**config.mk**
```make
export PLATFORM = sky130hd
export DESIGN_NAME = bubsys_beam_counter
export DESIGN_NICKNAME = d
export VERILOG_FILES = /design/src/bubsys_video_pkg.sv /design/src/bubsys_beam_counter.sv
export SDC_FILE = /design/constraint.sdc
export NUM_CORES = 1
export LEC_CHECK = 0
export BUFFER_PORTS_ARGS = -buffer_cell sky130_fd_sc_hd__buf_2
export CAP_MARGIN = 30
export CELL_PAD_IN_SITES_DETAIL_PLACEMENT = 1
export CELL_PAD_IN_SITES_GLOBAL_PLACEMENT = 1
export CORE_MARGIN = 2
export CORE_UTILIZATION = 35
export DETAILED_ROUTE_END_ITERATION = 12
export PLACE_DENSITY_LB_ADDON = 0.25
export SLEW_MARGIN = 15
export SYNTH_ARGS = -nofsm -noshare
export SYNTH_HDL_FRONTEND = slang
export SYNTH_SLANG_ARGS = --single-unit
```
**constraint.sdc**
```tcl
create_clock -name i_EMU_MCLK -period 4.65 [get_ports i_EMU_MCLK]
set_input_delay 1.1625 -clock i_EMU_MCLK [delete_from_list [all_inputs] [get_ports i_EMU_MCLK]]
set_output_delay 1.1625 -clock i_EMU_MCLK [all_outputs]
set_load 0.02 [all_outputs]
```
**src/bubsys_video_pkg.sv**
```systemverilog
package bubsys_video_pkg;

    ////////////////////
    // Constants

    localparam int CEN_PHASES = 6;                // 18M enables per 6M pixel pair

    localparam logic [8:0] H_FIRST = 9'd128;      // First H count after wrap
    localparam logic [8:0] H_LAST  = 9'd511;      // Last H count of a line
    localparam logic [7:0] V_LAST  = 8'd255;      // Last line of a frame

    localparam int SCROLL_AW   = 11;              // 2k x 8 scroll RAM
    localparam int VRAM_AW     = 12;              // 4k x 16 VRAM1
    localparam int TILE_CODE_W = 11;
    localparam int DRAM_AW     = 8;               // Character DRAM row/column bus

    ////////////////////
    // Enums

    // Six 18M periods per two pixels
    typedef enum logic [2:0]
    {
        PH0 = 3'd0,
        PH1 = 3'd1,
        PH2 = 3'd2,
        PH3 = 3'd3,
        PH4 = 3'd4,
        PH5 = 3'd5
    } cen_phase_e;

    // Owner of a shared RAM slot, follows H bit 0
    typedef enum logic
    {
        OWNER_CPU = 1'b0,
        OWNER_GFX = 1'b1
    } bus_owner_e;

    ////////////////////
    // Bundles

    typedef struct packed
    {
        logic clk9m_pcen_n;    // All active low
        logic clk9m_ncen_n;
        logic clk6m_pcen_n;    // Pixel clock rising edge
        logic clk6m_ncen_n;
    } cen_t;

    typedef struct packed
    {
        logic [8:0] abs_h;
        logic [7:0] abs_v;
        logic [7:0] flip_h;    // Low 8 bits of H XOR hflip
        logic [7:0] flip_v;
    } beam_t;

    typedef struct packed
    {
        logic time1;           // Read latch enable, high active
        logic time2;           // Write enable, low active
        logic vrtime;          // VRAM graphics read, low active
        logic champx;          // 1 = row, 0 = column
    } mem_timing_t;

    typedef struct packed
    {
        logic [15:0] addr;
        logic [15:0] wdata;
        logic        rw;       // 1 = read
        logic        uds_n;
        logic        lds_n;
    } cpu_bus_t;

endpackage

```
**src/bubsys_beam_counter.sv**
```systemverilog
`timescale 1ns/1ps

module bubsys_beam_counter
    import bubsys_video_pkg::*;
(
    input  logic  i_EMU_MCLK,
    input  logic  i_arst_n,
    input  cen_t  i_cen,
    input  logic  i_hflip,
    input  logic  i_vflip,
    output beam_t o_beam
);

    logic [8:0] h_q;
    logic [7:0] v_q;
    logic       h_wrap;

    assign h_wrap = (h_q == H_LAST);

    ////////////////////
    // H/V counters

    // H runs 128..511, V steps at H wrap
    always_ff @(posedge i_EMU_MCLK or negedge i_arst_n)
    begin
        if (!i_arst_n)
        begin
            h_q <= H_FIRST;
            v_q <= 8'd0;
        end
        else if (!i_cen.clk6m_pcen_n)      // One pixel per 6M rising edge
        begin
            if (h_wrap)
            begin
                h_q <= H_FIRST;
                if (v_q == V_LAST)
                    v_q <= 8'd0;           // New frame
                else
                    v_q <= v_q + 8'd1;
            end
            else
            begin
                h_q <= h_q + 9'd1;
            end
        end
    end

    ////////////////////
    // Outputs

    assign o_beam.abs_h  = h_q;
    assign o_beam.abs_v  = v_q;
    assign o_beam.flip_h = h_q[7:0] ^ {8{i_hflip}};   // 256H is not flipped here
    assign o_beam.flip_v = v_q ^ {8{i_vflip}};

    // Line counter stays inside the visible count range
    a_h_range : assert property (@(posedge i_EMU_MCLK) disable iff (!i_arst_n)
        (o_beam.abs_h >= H_FIRST) && (o_beam.abs_h <= H_LAST));

endmodule

```
* Yosys cells after proc, flatten, opt, wreduce, memory -nomap -nowiden
Index checks and enable logic that the tools add are counted.
Word-level totals: bits in registers 17
Cells by class: $add $sub $neg 2, bitwise operators 3, muxes and demuxes 2, equality and inequality tests 2, reduce and logical (&&, ||, !) cells 1
Operators by type and width (count):
- XOR 8 bit | 2
- adder 9 x 1 -> 9 bit, second input constant | 1
- equality test 9 bit, second input constant | 1
- 2-to-1 mux 9 bit | 1
- adder 8 x 1 -> 8 bit, second input constant | 1
- equality test 8 bit, second input constant | 1
- 2-to-1 mux 8 bit | 1
- AND reduction 2 bit | 1
- inverter 1 bit | 1

* Longest topological paths before layout
depth after elaboration 2, mapped depth 7

* Least setup slack after synthesis
Ideal clock, no wire load.
kind input to output, start in i_vflip, end out o_beam[0] (netlist name), arrival 1.741 ns, slack 1.747 ns, stages on the path 2, cell sequence buf_2 -> xor2_1
RTL lines:
- start: declaration | line bubsys_beam_counter.sv:10 | input logic i_vflip,
- end: declaration | line bubsys_beam_counter.sv:11 | output beam_t o_beam

==> metrics.txt <==
outcome=complete, no violations; share of cells above drive strength 1=about a third; endpoint class of the critical path=output pin; TritonCTS Buffers=3; postcts setup bufs=0; Critical Path AT=1.73 ns; placed cell count=189; Top Ports=41; Mapped Nets=approximately 130; RSZ-0062 raised after global routing=false; chip width=60.1 µm; Die Area=3610 µm²; Syn Std Cell Area=around 1100 µm²; Mean Syn Cell Area=slightly below 10 µm²; total negative slack=0 ns; cells along the critical path=buf_2 > xor2_1 > buf_2; CTS tree=yes; Via-to-Cell Ratio=5.00; Synth Flop Type=dfrtp_1; crit share post-route=between 60% and 70%; final wirelength=2670 µm; area post-placement=1310 µm²; Final nets=approximately 160; Die Height=approximately 60 µm; Seq/Total Area, Yosys=38.8%; fill count=~370; Area Overhead vs Synth=21.4%; Final Instance Area=1340 µm²; hold bufs inserted after CTS=0; DR iter-0 viols=26; # diodes=0; initial core utilization=between 30% and 40%; Post-synth EDFFs=0; type of origin of the critical path=primary input; max cap viols=0; initial antenna violation count=0; CTS resizes=0; Via Count=around 970; Mapped Cells=roughly 110; Finished Layout Cells=about 190; clk slew on worst S/H paths=0.10 ns; Remaining DRCs=0; worst min-delay path category=flip-flop to flip-flop; Slew headroom=between 60% and 70%; core area=between 3000 and 4000 µm²; GRT Resource Usage Total=16.3%; num rows=20; largest net degree at the start of global routing=21; Final min period=around 2.9 ns; number of global-route vias before repair=912; fmax=~0.35 GHz; Async SR Flop Fraction=100%; H-tree depth=1; Critical Path Slowest Stage Cell=buf_2; leakage power=slightly below 0.7 nW; PnR worst setup slack=1.75 ns; clock root buffer=clkbuf_4; gr ovfl total=0; Worst Clk Skew=0.00669 ns; PD cells=444 nW/µm²; crit-path max FO=8; DRT Pass-1 Iters=4; GP Congestion=between 0.7 and 0.8; Clk Latency, worst-skew pair=about 0.30 ns; DP Wirelength=between 2000 and 2500 µm; Yosys cell types=39; Worst path max stage delay=approximately 0.22 ns; post-placement setup slack=around 1.7 ns; WL per Instance=13.9 µm; CTS sink count=17; worst-margin pin slew=about 0.56 ns; Yosys reg bits=17; CP Class=primary input to output pin; CTS Buffer Depth=2; Hold Vio Cnt, Final=0; total chip power=slightly below 0.0006 W; first-pass GRT wire length=about 4300 µm; CP dominant cell by count=buf_2; Synth warnings=0; worst path required time=roughly 3.5 ns; final slew viol count=0; Final setup viols=0; antenna-violating nets left=0; maximum vdd drop=about 0.17 mV; Port Buffer Count=37
## where the power goes
part | internal (W) | switching [W]
clock | 0.0000320 | 0.0000506
combinational | 0.000105 | 0.000169
sequential | 0.000181 | 0.0000561
## cells in the final DEF, fill, tap and decap left out, types with 2 or more instances in the layout
cell      Yosys  routed
mux2i_1       4       4
a21o_1        2       2
inv_1         3       3
dfrtp_1      16      16
nand2b_1      4       4
a31oi_1       2       2
nand3_1       6       6
clkbuf_4      0       3
buf_2         4      37
o21ai_0       6       6
ha_1          4       4
xnor2_1       3       3
xor2_1       16      16
nand2_1      13      13
nor3_1        2       2
nor2_1        4       4
a21oi_1       2       2
## layout make-up
class	count	area [µm²]	area share, %
Multi-Input combinational cell	88	629	47.1
Sequential cell	17	427	32.0
Timing Repair Buffer	37	185	13.9
Tap cell	44	55.1	4.12
Clock buffer	3	22.5	1.69
Inverter	3	11.3	0.843
Clock inverter	1	5.00	0.375
## critical path: cells and delay by family
kind / cells / cell delay, ns
xor gates and xnor gates: 1 / 0.17
buffers and inverters: 2 / 0.40
## worst paths after layout
| kind | start | end | slack (ns) | cells after the start |
|---|---|---|---|---|
| min in group asynchronous | i_arst_n | h_q[4] | 0.77 | 1 |
| max | i_vflip | o_beam[4] | 1.75 | 3 |
| max in group asynchronous | i_arst_n | h_q[7] | 3.55 | 1 |
| min | h_q[7] | h_q[7] | 0.57 | 2 |
| max reg2reg | h_q[0] | v_q[3] | 2.25 | 7 |
| min reg2reg | h_q[7] | h_q[7] | 0.57 | 2 |
## synth_stat cells, types with 2 or more instances
cell type	number	area (µm²)
xnor2_1	3	26.3
xor2_1	16	140
a21oi_1	2	10.0
nor3_1	2	10.0
a31oi_1	2	12.5
mux2i_1	4	40.0
nand2_1	13	48.8
buf_2	4	20.0
nor2_1	4	15.0
inv_1	3	11.3
ha_1	4	50.1
a21o_1	2	15.0
dfrtp_1	16	400
nand2b_1	4	25.0
o21ai_0	6	30.0
nand3_1	6	30.0
## cells by family after synthesis
family | after synthesis | synth area share (%)
XOR/XNOR | 19 | 15.1
flip-flops | 17 | 38.8
AND/OR/NAND/NOR | 43 | 22.6
buffers and inverters | 9 | 3.98
adder cells (fa/ha/maj) | 4 | 4.55
multiplexers | 5 | 4.66
AO/OA/AOI/OAI | 17 | 10.2
## sequential cells by signal (all words and copies together), names as in the netlist
name,flops
h_q,9
v_q,8
## through the flow
stage | hold WS (ns) | util (%)
2_1_floorplan | 0.570 | -
3_5_place_dp | 0.554 | 43.2
4_1_cts | 0.569 | 44.1
6_report | 0.568 | 44.1
5_1_grt | 0.602 | 44.1
3_3_place_gp | 0.542 | 43.2
## per-layer routing
layer / part of all wire, % / GRT usage, % / routed length, µm / vias up
met5: 0 / 0 / 0 / -
met4: 0.97 / 6.35 / 26 / 0
met2: 50 / 25.9 / 1330 / 20
met3: 3.1 / 2.81 / 83 / 4
met1: 46 / 21.8 / 1230 / 473
li1: - / - / - / 468
Power figures use the tool's default switching activity.
