<file path="config.mk">
export PLATFORM = sky130hd
export DESIGN_NAME = bubsys_mem_timing
export DESIGN_NICKNAME = d
export VERILOG_FILES = /design/src/bubsys_video_pkg.sv /design/src/bubsys_mem_timing.sv
export SDC_FILE = /design/constraint.sdc
export NUM_CORES = 1
export LEC_CHECK = 0
export BUFFER_PORTS_ARGS = -buffer_cell sky130_fd_sc_hd__clkbuf_2
export CORE_AREA = 2 2 39 41
export DETAILED_ROUTE_END_ITERATION = 8
export DIE_AREA = 0 0 41 43
export PLACE_DENSITY = 0.37
export SLEW_MARGIN = 20
export SYNTH_ARGS = -nofsm -noshare
export SYNTH_HDL_FRONTEND = slang
export SYNTH_SLANG_ARGS = --single-unit
</file>
<file path="constraint.sdc">
create_clock -name i_EMU_MCLK -period 0.8 [get_ports i_EMU_MCLK]
set_input_delay 0.08 -clock i_EMU_MCLK [delete_from_list [all_inputs] [get_ports i_EMU_MCLK]]
set_output_delay 0.08 -clock i_EMU_MCLK [all_outputs]
set_load 0.03 [all_outputs]
</file>
<file path="src/bubsys_video_pkg.sv">
package bubsys_video_pkg;

    ////////////////////
    // Constants

    localparam int CEN_PHASES = 6;                // 18M enables per 6M pixel pair

    localparam logic [8:0] H_FIRST = 9'd128;      // First H count after wrap
    localparam logic [8:0] H_LAST  = 9'd511;      // Last H count of a line
    localparam logic [7:0] V_LAST  = 8'd255;      // Last line of a frame

    localparam int SCROLL_AW   = 11;              // 2k x 8 scroll RAM
    localparam int VRAM_AW     = 12;              // 4k x 16 VRAM1
    localparam int TILE_CODE_W = 11;
    localparam int DRAM_AW     = 8;               // Character DRAM row/column bus

    ////////////////////
    // Enums

    // Six 18M periods per two pixels
    typedef enum logic [2:0]
    {
        PH0 = 3'd0,
        PH1 = 3'd1,
        PH2 = 3'd2,
        PH3 = 3'd3,
        PH4 = 3'd4,
        PH5 = 3'd5
    } cen_phase_e;

    // Owner of a shared RAM slot, follows H bit 0
    typedef enum logic
    {
        OWNER_CPU = 1'b0,
        OWNER_GFX = 1'b1
    } bus_owner_e;

    ////////////////////
    // Bundles

    typedef struct packed
    {
        logic clk9m_pcen_n;    // All active low
        logic clk9m_ncen_n;
        logic clk6m_pcen_n;    // Pixel clock rising edge
        logic clk6m_ncen_n;
    } cen_t;

    typedef struct packed
    {
        logic [8:0] abs_h;
        logic [7:0] abs_v;
        logic [7:0] flip_h;    // Low 8 bits of H XOR hflip
        logic [7:0] flip_v;
    } beam_t;

    typedef struct packed
    {
        logic time1;           // Read latch enable, high active
        logic time2;           // Write enable, low active
        logic vrtime;          // VRAM graphics read, low active
        logic champx;          // 1 = row, 0 = column
    } mem_timing_t;

    typedef struct packed
    {
        logic [15:0] addr;
        logic [15:0] wdata;
        logic        rw;       // 1 = read
        logic        uds_n;
        logic        lds_n;
    } cpu_bus_t;

endpackage

</file>
<file path="src/bubsys_mem_timing.sv">
`timescale 1ns/1ps

module bubsys_mem_timing
    import bubsys_video_pkg::*;
(
    input  logic        i_EMU_MCLK,
    input  logic        i_arst_n,
    input  logic        i_EMU_CLK18MNCEN_n,
    input  cen_t        i_cen,
    input  logic        i_ref_6m,
    input  logic        i_h0,          // Absolute 1H
    output mem_timing_t o_timing
);

    logic       hf_q;                  // 1HF
    logic [3:0] sr_q;                  // Shift register, QA at bit 3

    // 1HF lags 1H by one pixel
    always_ff @(posedge i_EMU_MCLK or negedge i_arst_n)
    begin
        if (!i_arst_n)
            hf_q <= 1'b0;
        else if (!i_cen.clk6m_pcen_n)
            hf_q <= i_h0;
    end

    // 1HF delayed in 18M steps
    always_ff @(posedge i_EMU_MCLK or negedge i_arst_n)
    begin
        if (!i_arst_n)
            sr_q <= 4'b1111;           // Keeps CHAMPX high out of reset
        else if (!i_EMU_CLK18MNCEN_n)
        begin
            sr_q[3]   <= hf_q;
            sr_q[2:0] <= sr_q[3:1];
        end
    end

    ////////////////////
    // Strobe decode

    assign o_timing.time1  = ~(~hf_q | i_ref_6m);     // NOR
    assign o_timing.time2  = ~(hf_q & sr_q[2]);       // NAND
    assign o_timing.vrtime = ~(hf_q & ~sr_q[3]);      // NAND
    assign o_timing.champx = sr_q[2] | sr_q[1];       // OR

    // Latch window and write window share one 18M period, then both close
    a_time1_time2 : assert property (@(posedge i_EMU_MCLK) disable iff (!i_arst_n)
        $rose(o_timing.time1) |-> !o_timing.time2 ##2 (o_timing.time2 && !o_timing.time1));

endmodule

</file>
### Yosys cells after proc, flatten, opt, wreduce, memory -nomap -nowiden

Cells that the tools add are included.
Widths: inputs -> output; s select.

| storage, ports and cells | value |
|---|---|
| flip-flop bits (word level) | 5 |
| bits of input ports | 9 |
| output and inout port bits | 4 |
| logic and storage cells | 11 |

| operators by class | value |
|---|---|
| bitwise gates (word level) | 9 |

Operator list:

| kind | count |
|---|---|
| $not 1->1 | 5 |
| $and 1x1->1 | 2 |
| $or 1x1->1 | 2 |

### Longest topological paths before layout

| depth | value |
|---|---|
| depth in word-level cells | 3 |
| depth in mapped cells | 1 |
| mapped depth without buffers | 1 |

### Worst setup path after synthesis

Ideal clock, no wire load.

| path | value |
|---|---|
| path kind | flip-flop to output port |
| from | register hf_q |
| to | output port o_timing[3] in the netlist's numbering |
| arrival | 0.835 ns |
| data required time | 0.720 ns |
| setup slack | -0.115 ns |
| stages on the path, launching flop included | 2 |
| path buffers | 0 |
| path through | dfrtp_1 > nor2b_1 |

RTL lines:

| element | RTL line | text |
|---|---|---|
| start, declared | bubsys_mem_timing.sv:15 | `logic hf_q;` |
| start signal, assigned | bubsys_mem_timing.sv:24 | `hf_q <= i_h0;` |
| end, declared | bubsys_mem_timing.sv:12 | `output mem_timing_t o_timing` |

==> metrics.txt <==
Fill cells=148; via count=149; row cnt=14; Mapped Cells=12; H-tree depth=1; r2r startpoint=hf_q; Worst Path Arrival=1.00 ns; # setup viols final=7; cts bufs inserted=3; TritonCTS clock tree=built; maximum VDD drop=approximately 0.00044 V; # diodes=0; Starting Density=0.124; CP bufs+invs=1; Critical-path top delay cell=dfstp_2; post-route clock period utilization=1.36; critical path, cell by cell=or2_4, buf_8; Avg Cell Area, Syn=14.3 µm²; WHS Endpoint=hf_q; relative max-transition margin=0.904; delay-heaviest family, CP=flip-flops; worst r2r dst=hf_q; GR Util All Layers=0.0614; fin cells=43; Clock Path Buffers=2; hold_sp=i_h0; Worst R2R Setup Slack=-0.03 ns; Comb pwr share=0.328; synthesized area=171 µm²; chip height=43 µm; IO Count=13; Core Region=about 0.0014 mm²; Post-Route Skew=0.00343 ns; Die ar.=0.00176 mm²; minimum clock period=1.08 ns; P per Cell Area=2460 mW/mm²; grt ovf=0; Reg area=between 100 and 150 µm²; register area share after synthesis=0.606; worst hold path cell count=2; Critical Path RT=0.72 ns; Setup WS pre-CTS=-0.103 ns; Highest Clock Rate=about 920 MHz; placed cells=37; outcome=finished with violations; post-route cell area=~350 µm²; Clock Power Share=0.332; critical path launch point type=register; Net Count, Synth=21; Crit Path Max Fanout=4; CTS sink count=4; Psw=about 240 µW; Skew-Pair Late Insertion Delay=0.24 ns; PortBufs=9; area grow syn2layout=104%; Static Leak=0.163 nW; number of routed nets with antenna violations=0; Setup CP Type=reg2out; P_int=621 µW; Routed Wire Length=394 µm; Die Span X=~41 µm; Yosys cell types=7; CP endpoint kind=primary output; RSZ-0062 raised after global routing=yes; Final Power=between 800 and 900 µW; per-cell routed wire length=just over 9 µm; TritonRoute pass-1 iters=1; GP Congestion=about 0.59; Yosys reg bits=4; final hold vios=0; worst slew pin tran=between 0.1 and 0.15 ns; DP Area=roughly 240 µm²; FF-to-FF path depth=1; first-pass GRT wire length=approximately 610 µm; Seq pwr share=0.340; share of cells above drive strength 1=0.889; yosys warns=0; Net Sw Frac=0.280; fin worst setup slack=-0.284 ns; vias in the first global route=155; antenna violations before repair=0; CTS Root Cell=clkbuf_4; failing checks=negative setup slack; Iteration-0 DRC Markers=0; post-DP HPWL=274 µm; worst hold path class=in2reg; Max-Cap Viols=0; area of the multi-input gates=92.6 µm²; largest net degree at the start of global routing=6; nets=37; CP peak stage delay=roughly 0.54 ns; Worst-path clk slew=0.04 ns; Remaining DRCs=0; routed vias/inst=roughly 3.5; Slew Limit Fails=0
## synthesized netlist by cell type
| library cell | number | area (µm²) |
|---|---|---|
| mux2_2 | 4 | 45.0 |
| dfstp_2 | 3 | 78.8 |
| dfrtp_1 | 1 | 25.0 |
| nand2_1 | 1 | 3.75 |
| nand2b_1 | 1 | 6.26 |
| nor2b_1 | 1 | 6.26 |
| or2_2 | 1 | 6.26 |
## cell usage in the layout, fill, tap and decap left out, drive strengths merged
cell type / Yosys / routed
dfstp: 3 / 3
nand2b: 1 / 1
nor2b: 1 / 1
dfrtp: 1 / 1
nand2: 1 / 1
buf: 0 / 5
dlygate4sd3: 0 / 1
clkbuf: 0 / 9
or2: 1 / 1
mux2: 4 / 4
## cell type report
cell class | count | share of cell area
Tap cell | 16 | 0.0571
Sequential cell | 4 | 0.300
Timing Repair Buffer | 11 | 0.304
Clock buffer | 4 | 0.0750
Multi-Input combinational cell | 8 | 0.264
## power groups by stage
stage | Clock [mW] | Sequential [mW] | Combinational (mW)
6_report | 0.286 | 0.293 | 0.283
5_1_grt | 0.312 | 0.299 | 0.301
4_1_cts | 0.304 | 0.289 | 0.256
3_5_place_dp | 0 | 0.289 | 0.172
3_3_place_gp | 0 | 0.286 | 0.169
2_1_floorplan | 0 | 0.279 | 0.123
## sequential cells by signal, indices dropped and copies added (netlist names)
register and flops:
sr_q 3, hf_q 1
## repair_timing
action,in CTS,in global routing
cloned,0,0
setup buffers,1,0
resized for setup,13,6
endpoints found under the setup margin,5,7
endpoints found under the hold margin,4,0
hold buffers,1,0
## worst max-delay path by stage
stage               startpoint     endpoint  slack (ns)  cells after the start
finish                 sr_q[2]  o_timing[0]       -0.28                      2
floorplan                 hf_q  o_timing[3]       0.007                      1
CTS                    sr_q[2]  o_timing[0]       -0.32                      2
detailed placement     sr_q[2]  o_timing[0]       -0.10                      2
global placement       sr_q[2]  o_timing[0]       -0.09                      2
global route           sr_q[2]  o_timing[0]       -0.32                      2
## metrics by stage
step                      TNS [ns]   util  hold slack [ns]
after CTS                    -1.19  0.243           0.0601
after detailed placement    -0.316  0.175           -0.106
after global placement      -0.257  0.175           -0.107
after global routing         -1.32  0.253           0.0662
final                        -1.13  0.253           0.0699
after floorplan                  0      -           -0.216
## per-layer routing
layer	share of wire	global-route usage
met3	0.13	0.0314
met1	0.39	0.0584
met5	0	0
met4	0.020	0.100
met2	0.45	0.0688
## cells by family (layout without fill, tap and decap cells)
| family | after synthesis | count (layout) | synth area share |
|---|---|---|---|
| DFF | 4 | 4 | 0.606 |
| and+or+nand+nor | 4 | 4 | 0.131 |
| muxes | 4 | 4 | 0.263 |
| buffers and inverters | 0 | 15 | 0 |
Note: power is estimated with default switching activity, not from simulation.
