<file path="src/bubsys_video_pkg.sv">
package bubsys_video_pkg;

    ////////////////////
    // Constants

    localparam int CEN_PHASES = 6;                // 18M enables per 6M pixel pair

    localparam logic [8:0] H_FIRST = 9'd128;      // First H count after wrap
    localparam logic [8:0] H_LAST  = 9'd511;      // Last H count of a line
    localparam logic [7:0] V_LAST  = 8'd255;      // Last line of a frame

    localparam int SCROLL_AW   = 11;              // 2k x 8 scroll RAM
    localparam int VRAM_AW     = 12;              // 4k x 16 VRAM1
    localparam int TILE_CODE_W = 11;
    localparam int DRAM_AW     = 8;               // Character DRAM row/column bus

    ////////////////////
    // Enums

    // Six 18M periods per two pixels
    typedef enum logic [2:0]
    {
        PH0 = 3'd0,
        PH1 = 3'd1,
        PH2 = 3'd2,
        PH3 = 3'd3,
        PH4 = 3'd4,
        PH5 = 3'd5
    } cen_phase_e;

    // Owner of a shared RAM slot, follows H bit 0
    typedef enum logic
    {
        OWNER_CPU = 1'b0,
        OWNER_GFX = 1'b1
    } bus_owner_e;

    ////////////////////
    // Bundles

    typedef struct packed
    {
        logic clk9m_pcen_n;    // All active low
        logic clk9m_ncen_n;
        logic clk6m_pcen_n;    // Pixel clock rising edge
        logic clk6m_ncen_n;
    } cen_t;

    typedef struct packed
    {
        logic [8:0] abs_h;
        logic [7:0] abs_v;
        logic [7:0] flip_h;    // Low 8 bits of H XOR hflip
        logic [7:0] flip_v;
    } beam_t;

    typedef struct packed
    {
        logic time1;           // Read latch enable, high active
        logic time2;           // Write enable, low active
        logic vrtime;          // VRAM graphics read, low active
        logic champx;          // 1 = row, 0 = column
    } mem_timing_t;

    typedef struct packed
    {
        logic [15:0] addr;
        logic [15:0] wdata;
        logic        rw;       // 1 = read
        logic        uds_n;
        logic        lds_n;
    } cpu_bus_t;

endpackage

</file>
<file path="src/bubsys_clock_enables.sv">
`timescale 1ns/1ps

module bubsys_clock_enables
    import bubsys_video_pkg::*;
(
    input  logic i_EMU_MCLK,
    input  logic i_arst_n,
    input  logic i_EMU_CLK18MNCEN_n,   // One MCLK low in every two
    output cen_t o_cen,
    output logic o_ref_6m              // Registered 6M phase for TIME1
);

    cen_phase_e phase_q;
    logic [3:0] pattern_q;             // {9P, 9N, 6P, 6N}, 0 = active

    // Phase counter, wraps PH5 -> PH0
    always_ff @(posedge i_EMU_MCLK or negedge i_arst_n)
    begin
        if (!i_arst_n)
            phase_q <= PH5;
        else if (!i_EMU_CLK18MNCEN_n)
        begin
            if (int'(phase_q) == CEN_PHASES - 1)
                phase_q <= PH0;
            else
                phase_q <= cen_phase_e'(phase_q + 3'd1);
        end
    end

    // Enable pattern for the next 18M period
    always_ff @(posedge i_EMU_MCLK or negedge i_arst_n)
    begin
        if (!i_arst_n)
            pattern_q <= 4'b1111;          // Everything idle
        else if (!i_EMU_CLK18MNCEN_n)
        begin
            case (phase_q)
                PH0:     pattern_q <= 4'b0110;
                PH1:     pattern_q <= 4'b1001;
                PH2:     pattern_q <= 4'b0111;
                PH3:     pattern_q <= 4'b1010;
                PH4:     pattern_q <= 4'b0101;
                PH5:     pattern_q <= 4'b1011;
                default: pattern_q <= 4'b1111;
            endcase
        end
    end

    // Gate with 18M enable so each strobe is a single MCLK
    assign o_cen.clk9m_pcen_n = pattern_q[3] | i_EMU_CLK18MNCEN_n;
    assign o_cen.clk9m_ncen_n = pattern_q[2] | i_EMU_CLK18MNCEN_n;
    assign o_cen.clk6m_pcen_n = pattern_q[1] | i_EMU_CLK18MNCEN_n;
    assign o_cen.clk6m_ncen_n = pattern_q[0] | i_EMU_CLK18MNCEN_n;

    assign o_ref_6m = pattern_q[1];    // Low for one 18M period per pixel

    // 9M rising and falling edges never share a strobe
    a_9m_exclusive : assert property (@(posedge i_EMU_MCLK) disable iff (!i_arst_n)
        !(!o_cen.clk9m_pcen_n && !o_cen.clk9m_ncen_n));

endmodule

</file>
<file path="config.mk">
export PLATFORM = sky130hd
export DESIGN_NAME = bubsys_clock_enables
export DESIGN_NICKNAME = d
export VERILOG_FILES = /design/src/bubsys_video_pkg.sv /design/src/bubsys_clock_enables.sv
export SDC_FILE = /design/constraint.sdc
export NUM_CORES = 1
export LEC_CHECK = 0
export BUFFER_PORTS_ARGS = -buffer_cell sky130_fd_sc_hd__buf_2
export CORE_AREA = 8 8 45 47
export CTS_CLUSTER_SIZE = 28
export DETAILED_ROUTE_END_ITERATION = 10
export DIE_AREA = 0 0 53 55
export PLACE_DENSITY = 0.49
export SYNTH_ARGS = -nofsm -noshare
export SYNTH_HDL_FRONTEND = slang
export SYNTH_SLANG_ARGS = --single-unit
</file>
<file path="constraint.sdc">
create_clock -name i_EMU_MCLK -period 1.8 [get_ports i_EMU_MCLK]
set_input_delay 0.27 -clock i_EMU_MCLK [delete_from_list [all_inputs] [get_ports i_EMU_MCLK]]
set_output_delay 0.27 -clock i_EMU_MCLK [all_outputs]
set_load 0.03 [all_outputs]
</file>
Word-level counts from Yosys, hierarchy flattened:

Index checks and enable logic that the tools add are counted.

* register bits after elaboration: 7
* output and inout port bits: 5
* logic and storage cells: 16

* add/sub/neg operators: 1
* eq/ne operators: 6
* mux-type cells: 2
* bitwise logic cells: 4
* reductions and logical operators: 1

Operators by type and width (count)
* 4-bit case mux with 6 select lines: 1
* 3-bit == test (second input constant): 3
* 3-bit by 2-bit == test with 1-bit output (second input constant): 2
* 1-bit OR: 4
* 3-bit by 1-bit adder with 3-bit output (second input constant): 1
* 3-bit by 1-bit == test with 1-bit output (second input constant): 1
* 3-bit zero test: 1
* 3-bit two-way mux: 1

Longest topological paths before layout:

Gate-level depths: netlist of the first run.

* word-level depth: 2
* depth in mapped cells: 3
* mapped depth without buffers: 2

Worst setup path after synthesis of the first run:

Ideal clock, no wire load.

* kind: reg-to-reg
* from: register phase_q[0]
* to: register phase_q[1]
* arrival: 1018 ps
* data required time: 1675 ps
* setup slack: 657 ps
* cell stages (with the launch flop): 3
* cell sequence: dfstp_2 -> and2b_4 -> mux2_4

* cells in the longest elaborated chain, start to end: 2
* elaborated cells on any way between the ends: 3

Ends and longest elaborated chain
* start, declared: RTL line bubsys_clock_enables.sv:13 `cen_phase_e phase_q;`
* start signal, assigned: RTL line bubsys_clock_enables.sv:26 `phase_q <= cen_phase_e'(phase_q + 3'd1);`
* 3-bit by 1-bit adder with 3-bit output or 3-bit == test (tied branches): RTL line bubsys_clock_enables.sv:26, bubsys_clock_enables.sv:23
* 3-bit two-way mux (*): RTL line bubsys_clock_enables.sv:23 `if (int'(phase_q) == CEN_PHASES - 1)`

Mark *: on every way between the ends. The rest lies on a longest branch, timed or not.
A chain may end at the register's enable or synchronous reset.

==> run summary, run 1 <==
LEAKAGE - 0.1771 nW
Pre-Repair DR Iteration Count - 1
Fin crit share - 73.87%
Reg clk slew, reported paths - 0.05 ns
Critical path launch point type - register
Syn Std Cell Area - 349.1 µm²
Fmax - 752.1 MHz
Worst R2R End - phase_q[1]$_DFFE_PN0N_
Overall via count from detail_route - 249
Worst VDD drop - 0.4629 mV
Share of cells above drive strength 1 - 53.49%
Worst Path Required - 1.53 ns
CTS Sinks - 7
GRT overflow - 0
Die area - 2915 µm²
Die Wd - 53 µm
Reg-to-reg slack, setup - 0.62 ns
Status - complete, no violations
Final nets - 47
Max Slew Vio Count - 0
Total Wirelength - 607 µm
Hold Path End - phase_q[0]$_DFFE_PN1N_
Root buf cell - clkbuf_4
CTS tree - built
GPL Wtd Cong - 0.6523
Synth area leaders - dfstp_2, nor2b_1, mux2_4, dfrtp_1, or2_2
Final hold violation count - 0
DR WL/cell - 10.29 µm
Routed Antenna Nets - 0
Ys Warns - 0
CTS Buffer Depth - 2
Sequential fraction of the synthesis area - 52.33%
Starting Density - 25.23%
Hold Path Stages - 2
Critical Path AT - 1.06 ns
Number of global-route vias before repair - 226
CP Class - reg2out
Crit Path Max Fanout - 3
Post-CTS setup buffers - 0
Rel. slew slack - 87.40%
Global-route wire length before repair - 986 µm
Min-delay src - i_EMU_CLK18MNCEN_n
Tightest Pin Transition - 0.1890 ns
H-tree Lvls - 1
Core area - 1384 µm²
Non-filler cells, final - 59
Setup slack at placement - 0.6153 ns
Synthesized net count - 35
Vias per cell - 4.220
Clk_lat worst skew - 0.26 ns
Max Cap Viol - 0
RSZ-0062 raised after global routing - false
Total Routing Usage GR - 5.165%
Fill count - 158
Die height - 55 µm
Diodes inserted - 0
I/O Buffers - 7
CP endpoint kind - primary output
Power Dens Cells - 1803 nW/µm²
HP Class - in2reg
Distinct cells, synth - 12
TNS Setup - 0 ns
Worst-case reg-to-reg path depth - 2
Initial antenna violation count - 0
Inserted Clock Buffers - 3
Largest net degree at the start of global routing - 14
Io pins - 8
Min Tclk post-route - 1.330 ns
Remaining routing DRC violations - 0
R2R Path Start - phase_q[0]$_DFFE_PN1N_
FF+latch count, synth - 7
Placed instance count - 54
Clock skew after layout - 0.0009917 ns
Cell taking the most area after synthesis - dfstp_2
Setup WS post-layout - 0.4704 ns
FP Rows - 14
DRT iter0 DRCs - 0
Syn Inst Count - 32
Area grow syn2layout - 24.73%
Post-synth top area share - 45.16%
Final setup vio count - 0
Synth Area per Inst - 10.91 µm²
## synthesized netlist by cell type (all sizes together)
| library cell | count |
|---|---|
| buf | 1 |
| or2 | 4 |
| and2b | 1 |
| dfrtp | 1 |
| xnor2 | 2 |
| nor2b | 5 |
| mux2 | 2 |
| dfstp | 6 |
| nand2 | 1 |
| a21oi | 4 |
| nor2 | 4 |
| xor2 | 1 |
## flip-flops by register name (all words and copies together), names as in the netlist
register	cells
phase_q	3
pattern_q	4
## per-stage QoR
stage	power, W	cell area [µm²]	utilization, %	hold WS [ns]
after floorplan	0.0005799	349.1	-	-0.02559
after global placement	0.0006376	399.1	28.84	0.1100
after detailed placement	0.0006424	399.1	28.84	0.1131
after CTS	0.0007961	435.4	31.46	0.3077
after global routing	0.0008346	435.4	31.46	0.3366
final	0.0007849	435.4	31.46	0.3051
## power breakdown
| part | internal [W] | switching, W | total, W | leakage [nW] |
|---|---|---|---|---|
| clock network | 0.0000849 | 0.0000632 | 0.000148 | 0.0150 |
| logic | 0.000149 | 0.000140 | 0.000289 | 0.0869 |
| registers | 0.000275 | 0.0000723 | 0.000347 | 0.0752 |
| total | 0.000509 | 0.000276 | 0.000785 | 0.177 |
## worst max-delay path by stage
stage                                         from                      to  slack [ns]  cells after the start
after detailed placement        i_EMU_CLK18MNCEN_n                o_cen[2]        0.62                      3
final                     pattern_q[1]$_DFFE_PN1N_                o_cen[1]        0.47                      2
after global placement          i_EMU_CLK18MNCEN_n                o_cen[2]        0.62                      3
after global routing      pattern_q[1]$_DFFE_PN1N_                o_cen[1]        0.44                      2
after CTS                 pattern_q[1]$_DFFE_PN1N_                o_cen[1]        0.46                      2
after floorplan             phase_q[0]$_DFFE_PN1N_  phase_q[1]$_DFFE_PN0N_        0.66                      2
## layout make-up
class	instances	area [µm²]	share of cell area [%]
Clock buffer	4	26.28	6.034
Multi-Input combinational cell	24	161.4	37.07
Sequential cell	7	182.7	41.95
Tap cell	16	20.02	4.598
Timing Repair Buffer	8	45.04	10.34
## routing by layer
metal	part of all wire (%)	GRT usage (%)
met2	44	6.445
met1	39	5.093
met4	4.8	7.759
met5	0	0
met3	12	2.674
## placed cells by master, fill, tap and decap left out
cell	n
clkbuf_1	1
dfrtp_1	1
or2_2	4
xnor2_1	2
and2b_4	1
a21oi_1	4
dlygate4sd3_1	1
buf_2	7
mux2_4	2
xor2_1	1
nor2_1	4
dfstp_2	6
nor2b_1	5
clkbuf_4	3
nand2_1	1
## kinds of logic (layout without fill, tap and decap cells)
family,Yosys count,count (layout),synth area share (%)
AND/OR/NAND/NOR,15,15,24.37
multiplexers,2,2,8.602
XOR/XNOR,3,3,7.528
flip-flops,7,7,52.33
AO/OA/AOI/OAI,4,4,5.735
buffers and inverters,1,12,1.432
## critical path: stages, from the launching register on
cell and delay [ns]:
dfstp_2 0.53, or2_2 0.09, buf_2 0.18
## repair_timing
item                                    4_1_cts  5_1_grt
hold buffers                                  1        0
gates resized for setup                       0        0
hold endpoints to repair                      1        0
endpoints found under the setup margin        0        0
(Power assumes the default switching activity.)
==> run 2: changes to the inputs <==
==> constraint.sdc (replaced) <==
create_clock -name i_EMU_MCLK -period 1.3 [get_ports i_EMU_MCLK]
set_input_delay 0.195 -clock i_EMU_MCLK [delete_from_list [all_inputs] [get_ports i_EMU_MCLK]]
set_output_delay 0.195 -clock i_EMU_MCLK [all_outputs]
set_load 0.03 [all_outputs]
==> run 2 against run 1 <==
Sequential power is 32% higher. Clock skew grew 0.0031 ns. Die area stayed put. Sequential cell count stayed put. First-iteration DRC count rose by 7. Design area rose by 1.7%. Utilization up 0.54 points. Register-to-register slack got worse by 0.43 ns. Non-clock buffer count increased by 1. Cell count rose by 1.7%. Critical endpoint unchanged.
==> run summary, run 2 (synthesis gave the netlist of run 1 again) <==
Remaining routing DRC violations - 0
Tightest Pin Transition - 0.1882 ns
Int Power - 0.0007231 W
Crit path cell chain - or2_2 > buf_2
Root buf cell - clkbuf_4
TNS Setup - 0 ns
Sequential power share - 41.2%
Top Registers - pattern_q (4), phase_q (3)
Most common cell after layout, fill and taps aside - buf_2
CTS Sinks - 7
Worst Path Required - 1.11 ns
Starting Density - 25.23%
Total Routing Usage GR - 5.443%
Global-route wire length before repair - 1090 µm
RSZ-0062 raised after global routing - false
Core area - 1384 µm²
Switching Share - 34.83%
Inserted Clock Buffers - 3
CTS tree - built
Status - complete, no violations
CTS Buffer Depth - 2
Post-CTS sizing - 0
Multi-input logic area - 161.4 µm²
Largest net degree at the start of global routing - 14
LEAKAGE - 0.1819 nW
Rel. slew slack - 87.45%
I/O Buffers - 7
Die area - 2915 µm²
Die Wd - 53 µm
Max Slew Vio Count - 0
Io pins - 8
DRT iter0 DRCs - 7
Post-DP HPWL - 463.7 µm
CP peak stage delay - 0.53 ns
Worst VDD drop - 0.8804 mV
Total Wirelength - 629 µm
Die height - 55 µm
Clock skew after layout - 0.004140 ns
Routed Antenna Nets - 0
Min Tclk post-route - 1.254 ns
Crit Path Max Fanout - 3
FP Rows - 14
Comb pwr share - 40.5%
Critical path launch point type - register
Design area - 442.9 µm²
CP Class - reg2out
Fin crit share - 96.46%
Final nets - 48
NetSw - 0.0003864 W
Power Dens Cells - 2505 nW/µm²
HP Class - in2reg
Clk_lat worst skew - 0.25 ns
GRT overflow - 0
Share of cells above drive strength 1 - 54.55%
Max Cap Viol - 0
Clock group share of total power - 18.3%
Diodes inserted - 0
Overall via count from detail_route - 239
Most flops, register - pattern_q
WP buf/inv - 1
Vias per cell - 3.983
Initial antenna violation count - 0
Slowest cell on crit path - dfstp_2
GPL Wtd Cong - 0.6876
Crit path max-delay family - flip-flops
H-tree Lvls - 1
FF+latch area - 182.7 µm²
Critical Path AT - 1.06 ns
Number of global-route vias before repair - 261
Reg clk slew, reported paths - 0.06 ns
Final setup vio count - 0
Cell area after placement - 406.6 µm²
DR WL/cell - 10.48 µm
Fill count - 157
Fmax - 797.5 MHz
Max reg flops - 4
CP endpoint kind - primary output
Final hold violation count - 0
Pre-Repair DR Iteration Count - 4
Area grow syn2layout - 26.88%
Most frequent cells in the layout - buf_2, dfstp_2, nor2b_1
[run 2: worst paths after layout]
| path | startpoint | endpoint | slack, ns | cells after the start |
|---|---|---|---|---|
| setup / recovery | pattern_q[1]$_DFFE_PN1N_ | o_cen[1] | 0.05 | 2 |
| hold / removal | i_EMU_CLK18MNCEN_n | phase_q[0]$_DFFE_PN1N_ | 0.24 | 2 |
| setup reg to reg | phase_q[0]$_DFFE_PN1N_ | phase_q[1]$_DFFE_PN0N_ | 0.19 | 2 |
| hold reg to reg | pattern_q[0]$_DFFE_PN1N_ | pattern_q[0]$_DFFE_PN1N_ | 0.51 | 2 |
| max in group asynchronous | i_arst_n | phase_q[2]$_DFFE_PN1N_ | 0.76 | 2 |
| min in group asynchronous | i_arst_n | phase_q[1]$_DFFE_PN0N_ | 0.31 | 2 |
[run 2: what timing repair did]
action	4_1_cts	5_1_grt
endpoints found under the hold margin	7	0
setup buffers	0	0
hold buffers	1	0
[run 2: power by group through the flow]
stage / logic [W] / registers (W) / clock network [W]
final: 0.000449 / 0.000457 / 0.000203
after floorplan: 0.000313 / 0.000490 / 0
after detailed placement: 0.000453 / 0.000463 / 0
after CTS: 0.000458 / 0.000461 / 0.000214
after global routing: 0.000491 / 0.000478 / 0.000222
after global placement: 0.000453 / 0.000460 / 0
[run 2: routing by layer]
metal	part of all wire (%)	wire, µm	up-vias	GRT usage [%]
li1	-	-	124	-
met1	46	289	110	6.028
met2	44	277	5	7.031
met3	9.9	62	0	2.406
met4	0	0	0	6.466
met5	0	0	-	0
[run 2: area by class of cell]
cell class | instances | area share (%)
clock buffer | 4 | 5.932
multi-input combinational | 24 | 36.44
sequential | 7 | 41.24
tap | 16 | 4.520
timing repair buffer | 9 | 11.86
[run 2: stage by stage]
stage / setup WS, ns / hold slack, ns / util [%] / total power (W) / std cells
2_1_floorplan: 0.1570 / -0.1006 / - / 0.0008030 / 32
5_1_grt: 0.003234 / 0.2651 / 32.01 / 0.001191 / 60
4_1_cts: 0.02876 / 0.2358 / 32.01 / 0.001132 / 60
3_5_place_dp: 0.2028 / 0.04299 / 29.39 / 0.0009168 / 55
3_3_place_gp: 0.2187 / 0.04077 / 29.39 / 0.0009126 / 55
6_report: 0.04604 / 0.2375 / 32.01 / 0.001110 / 60
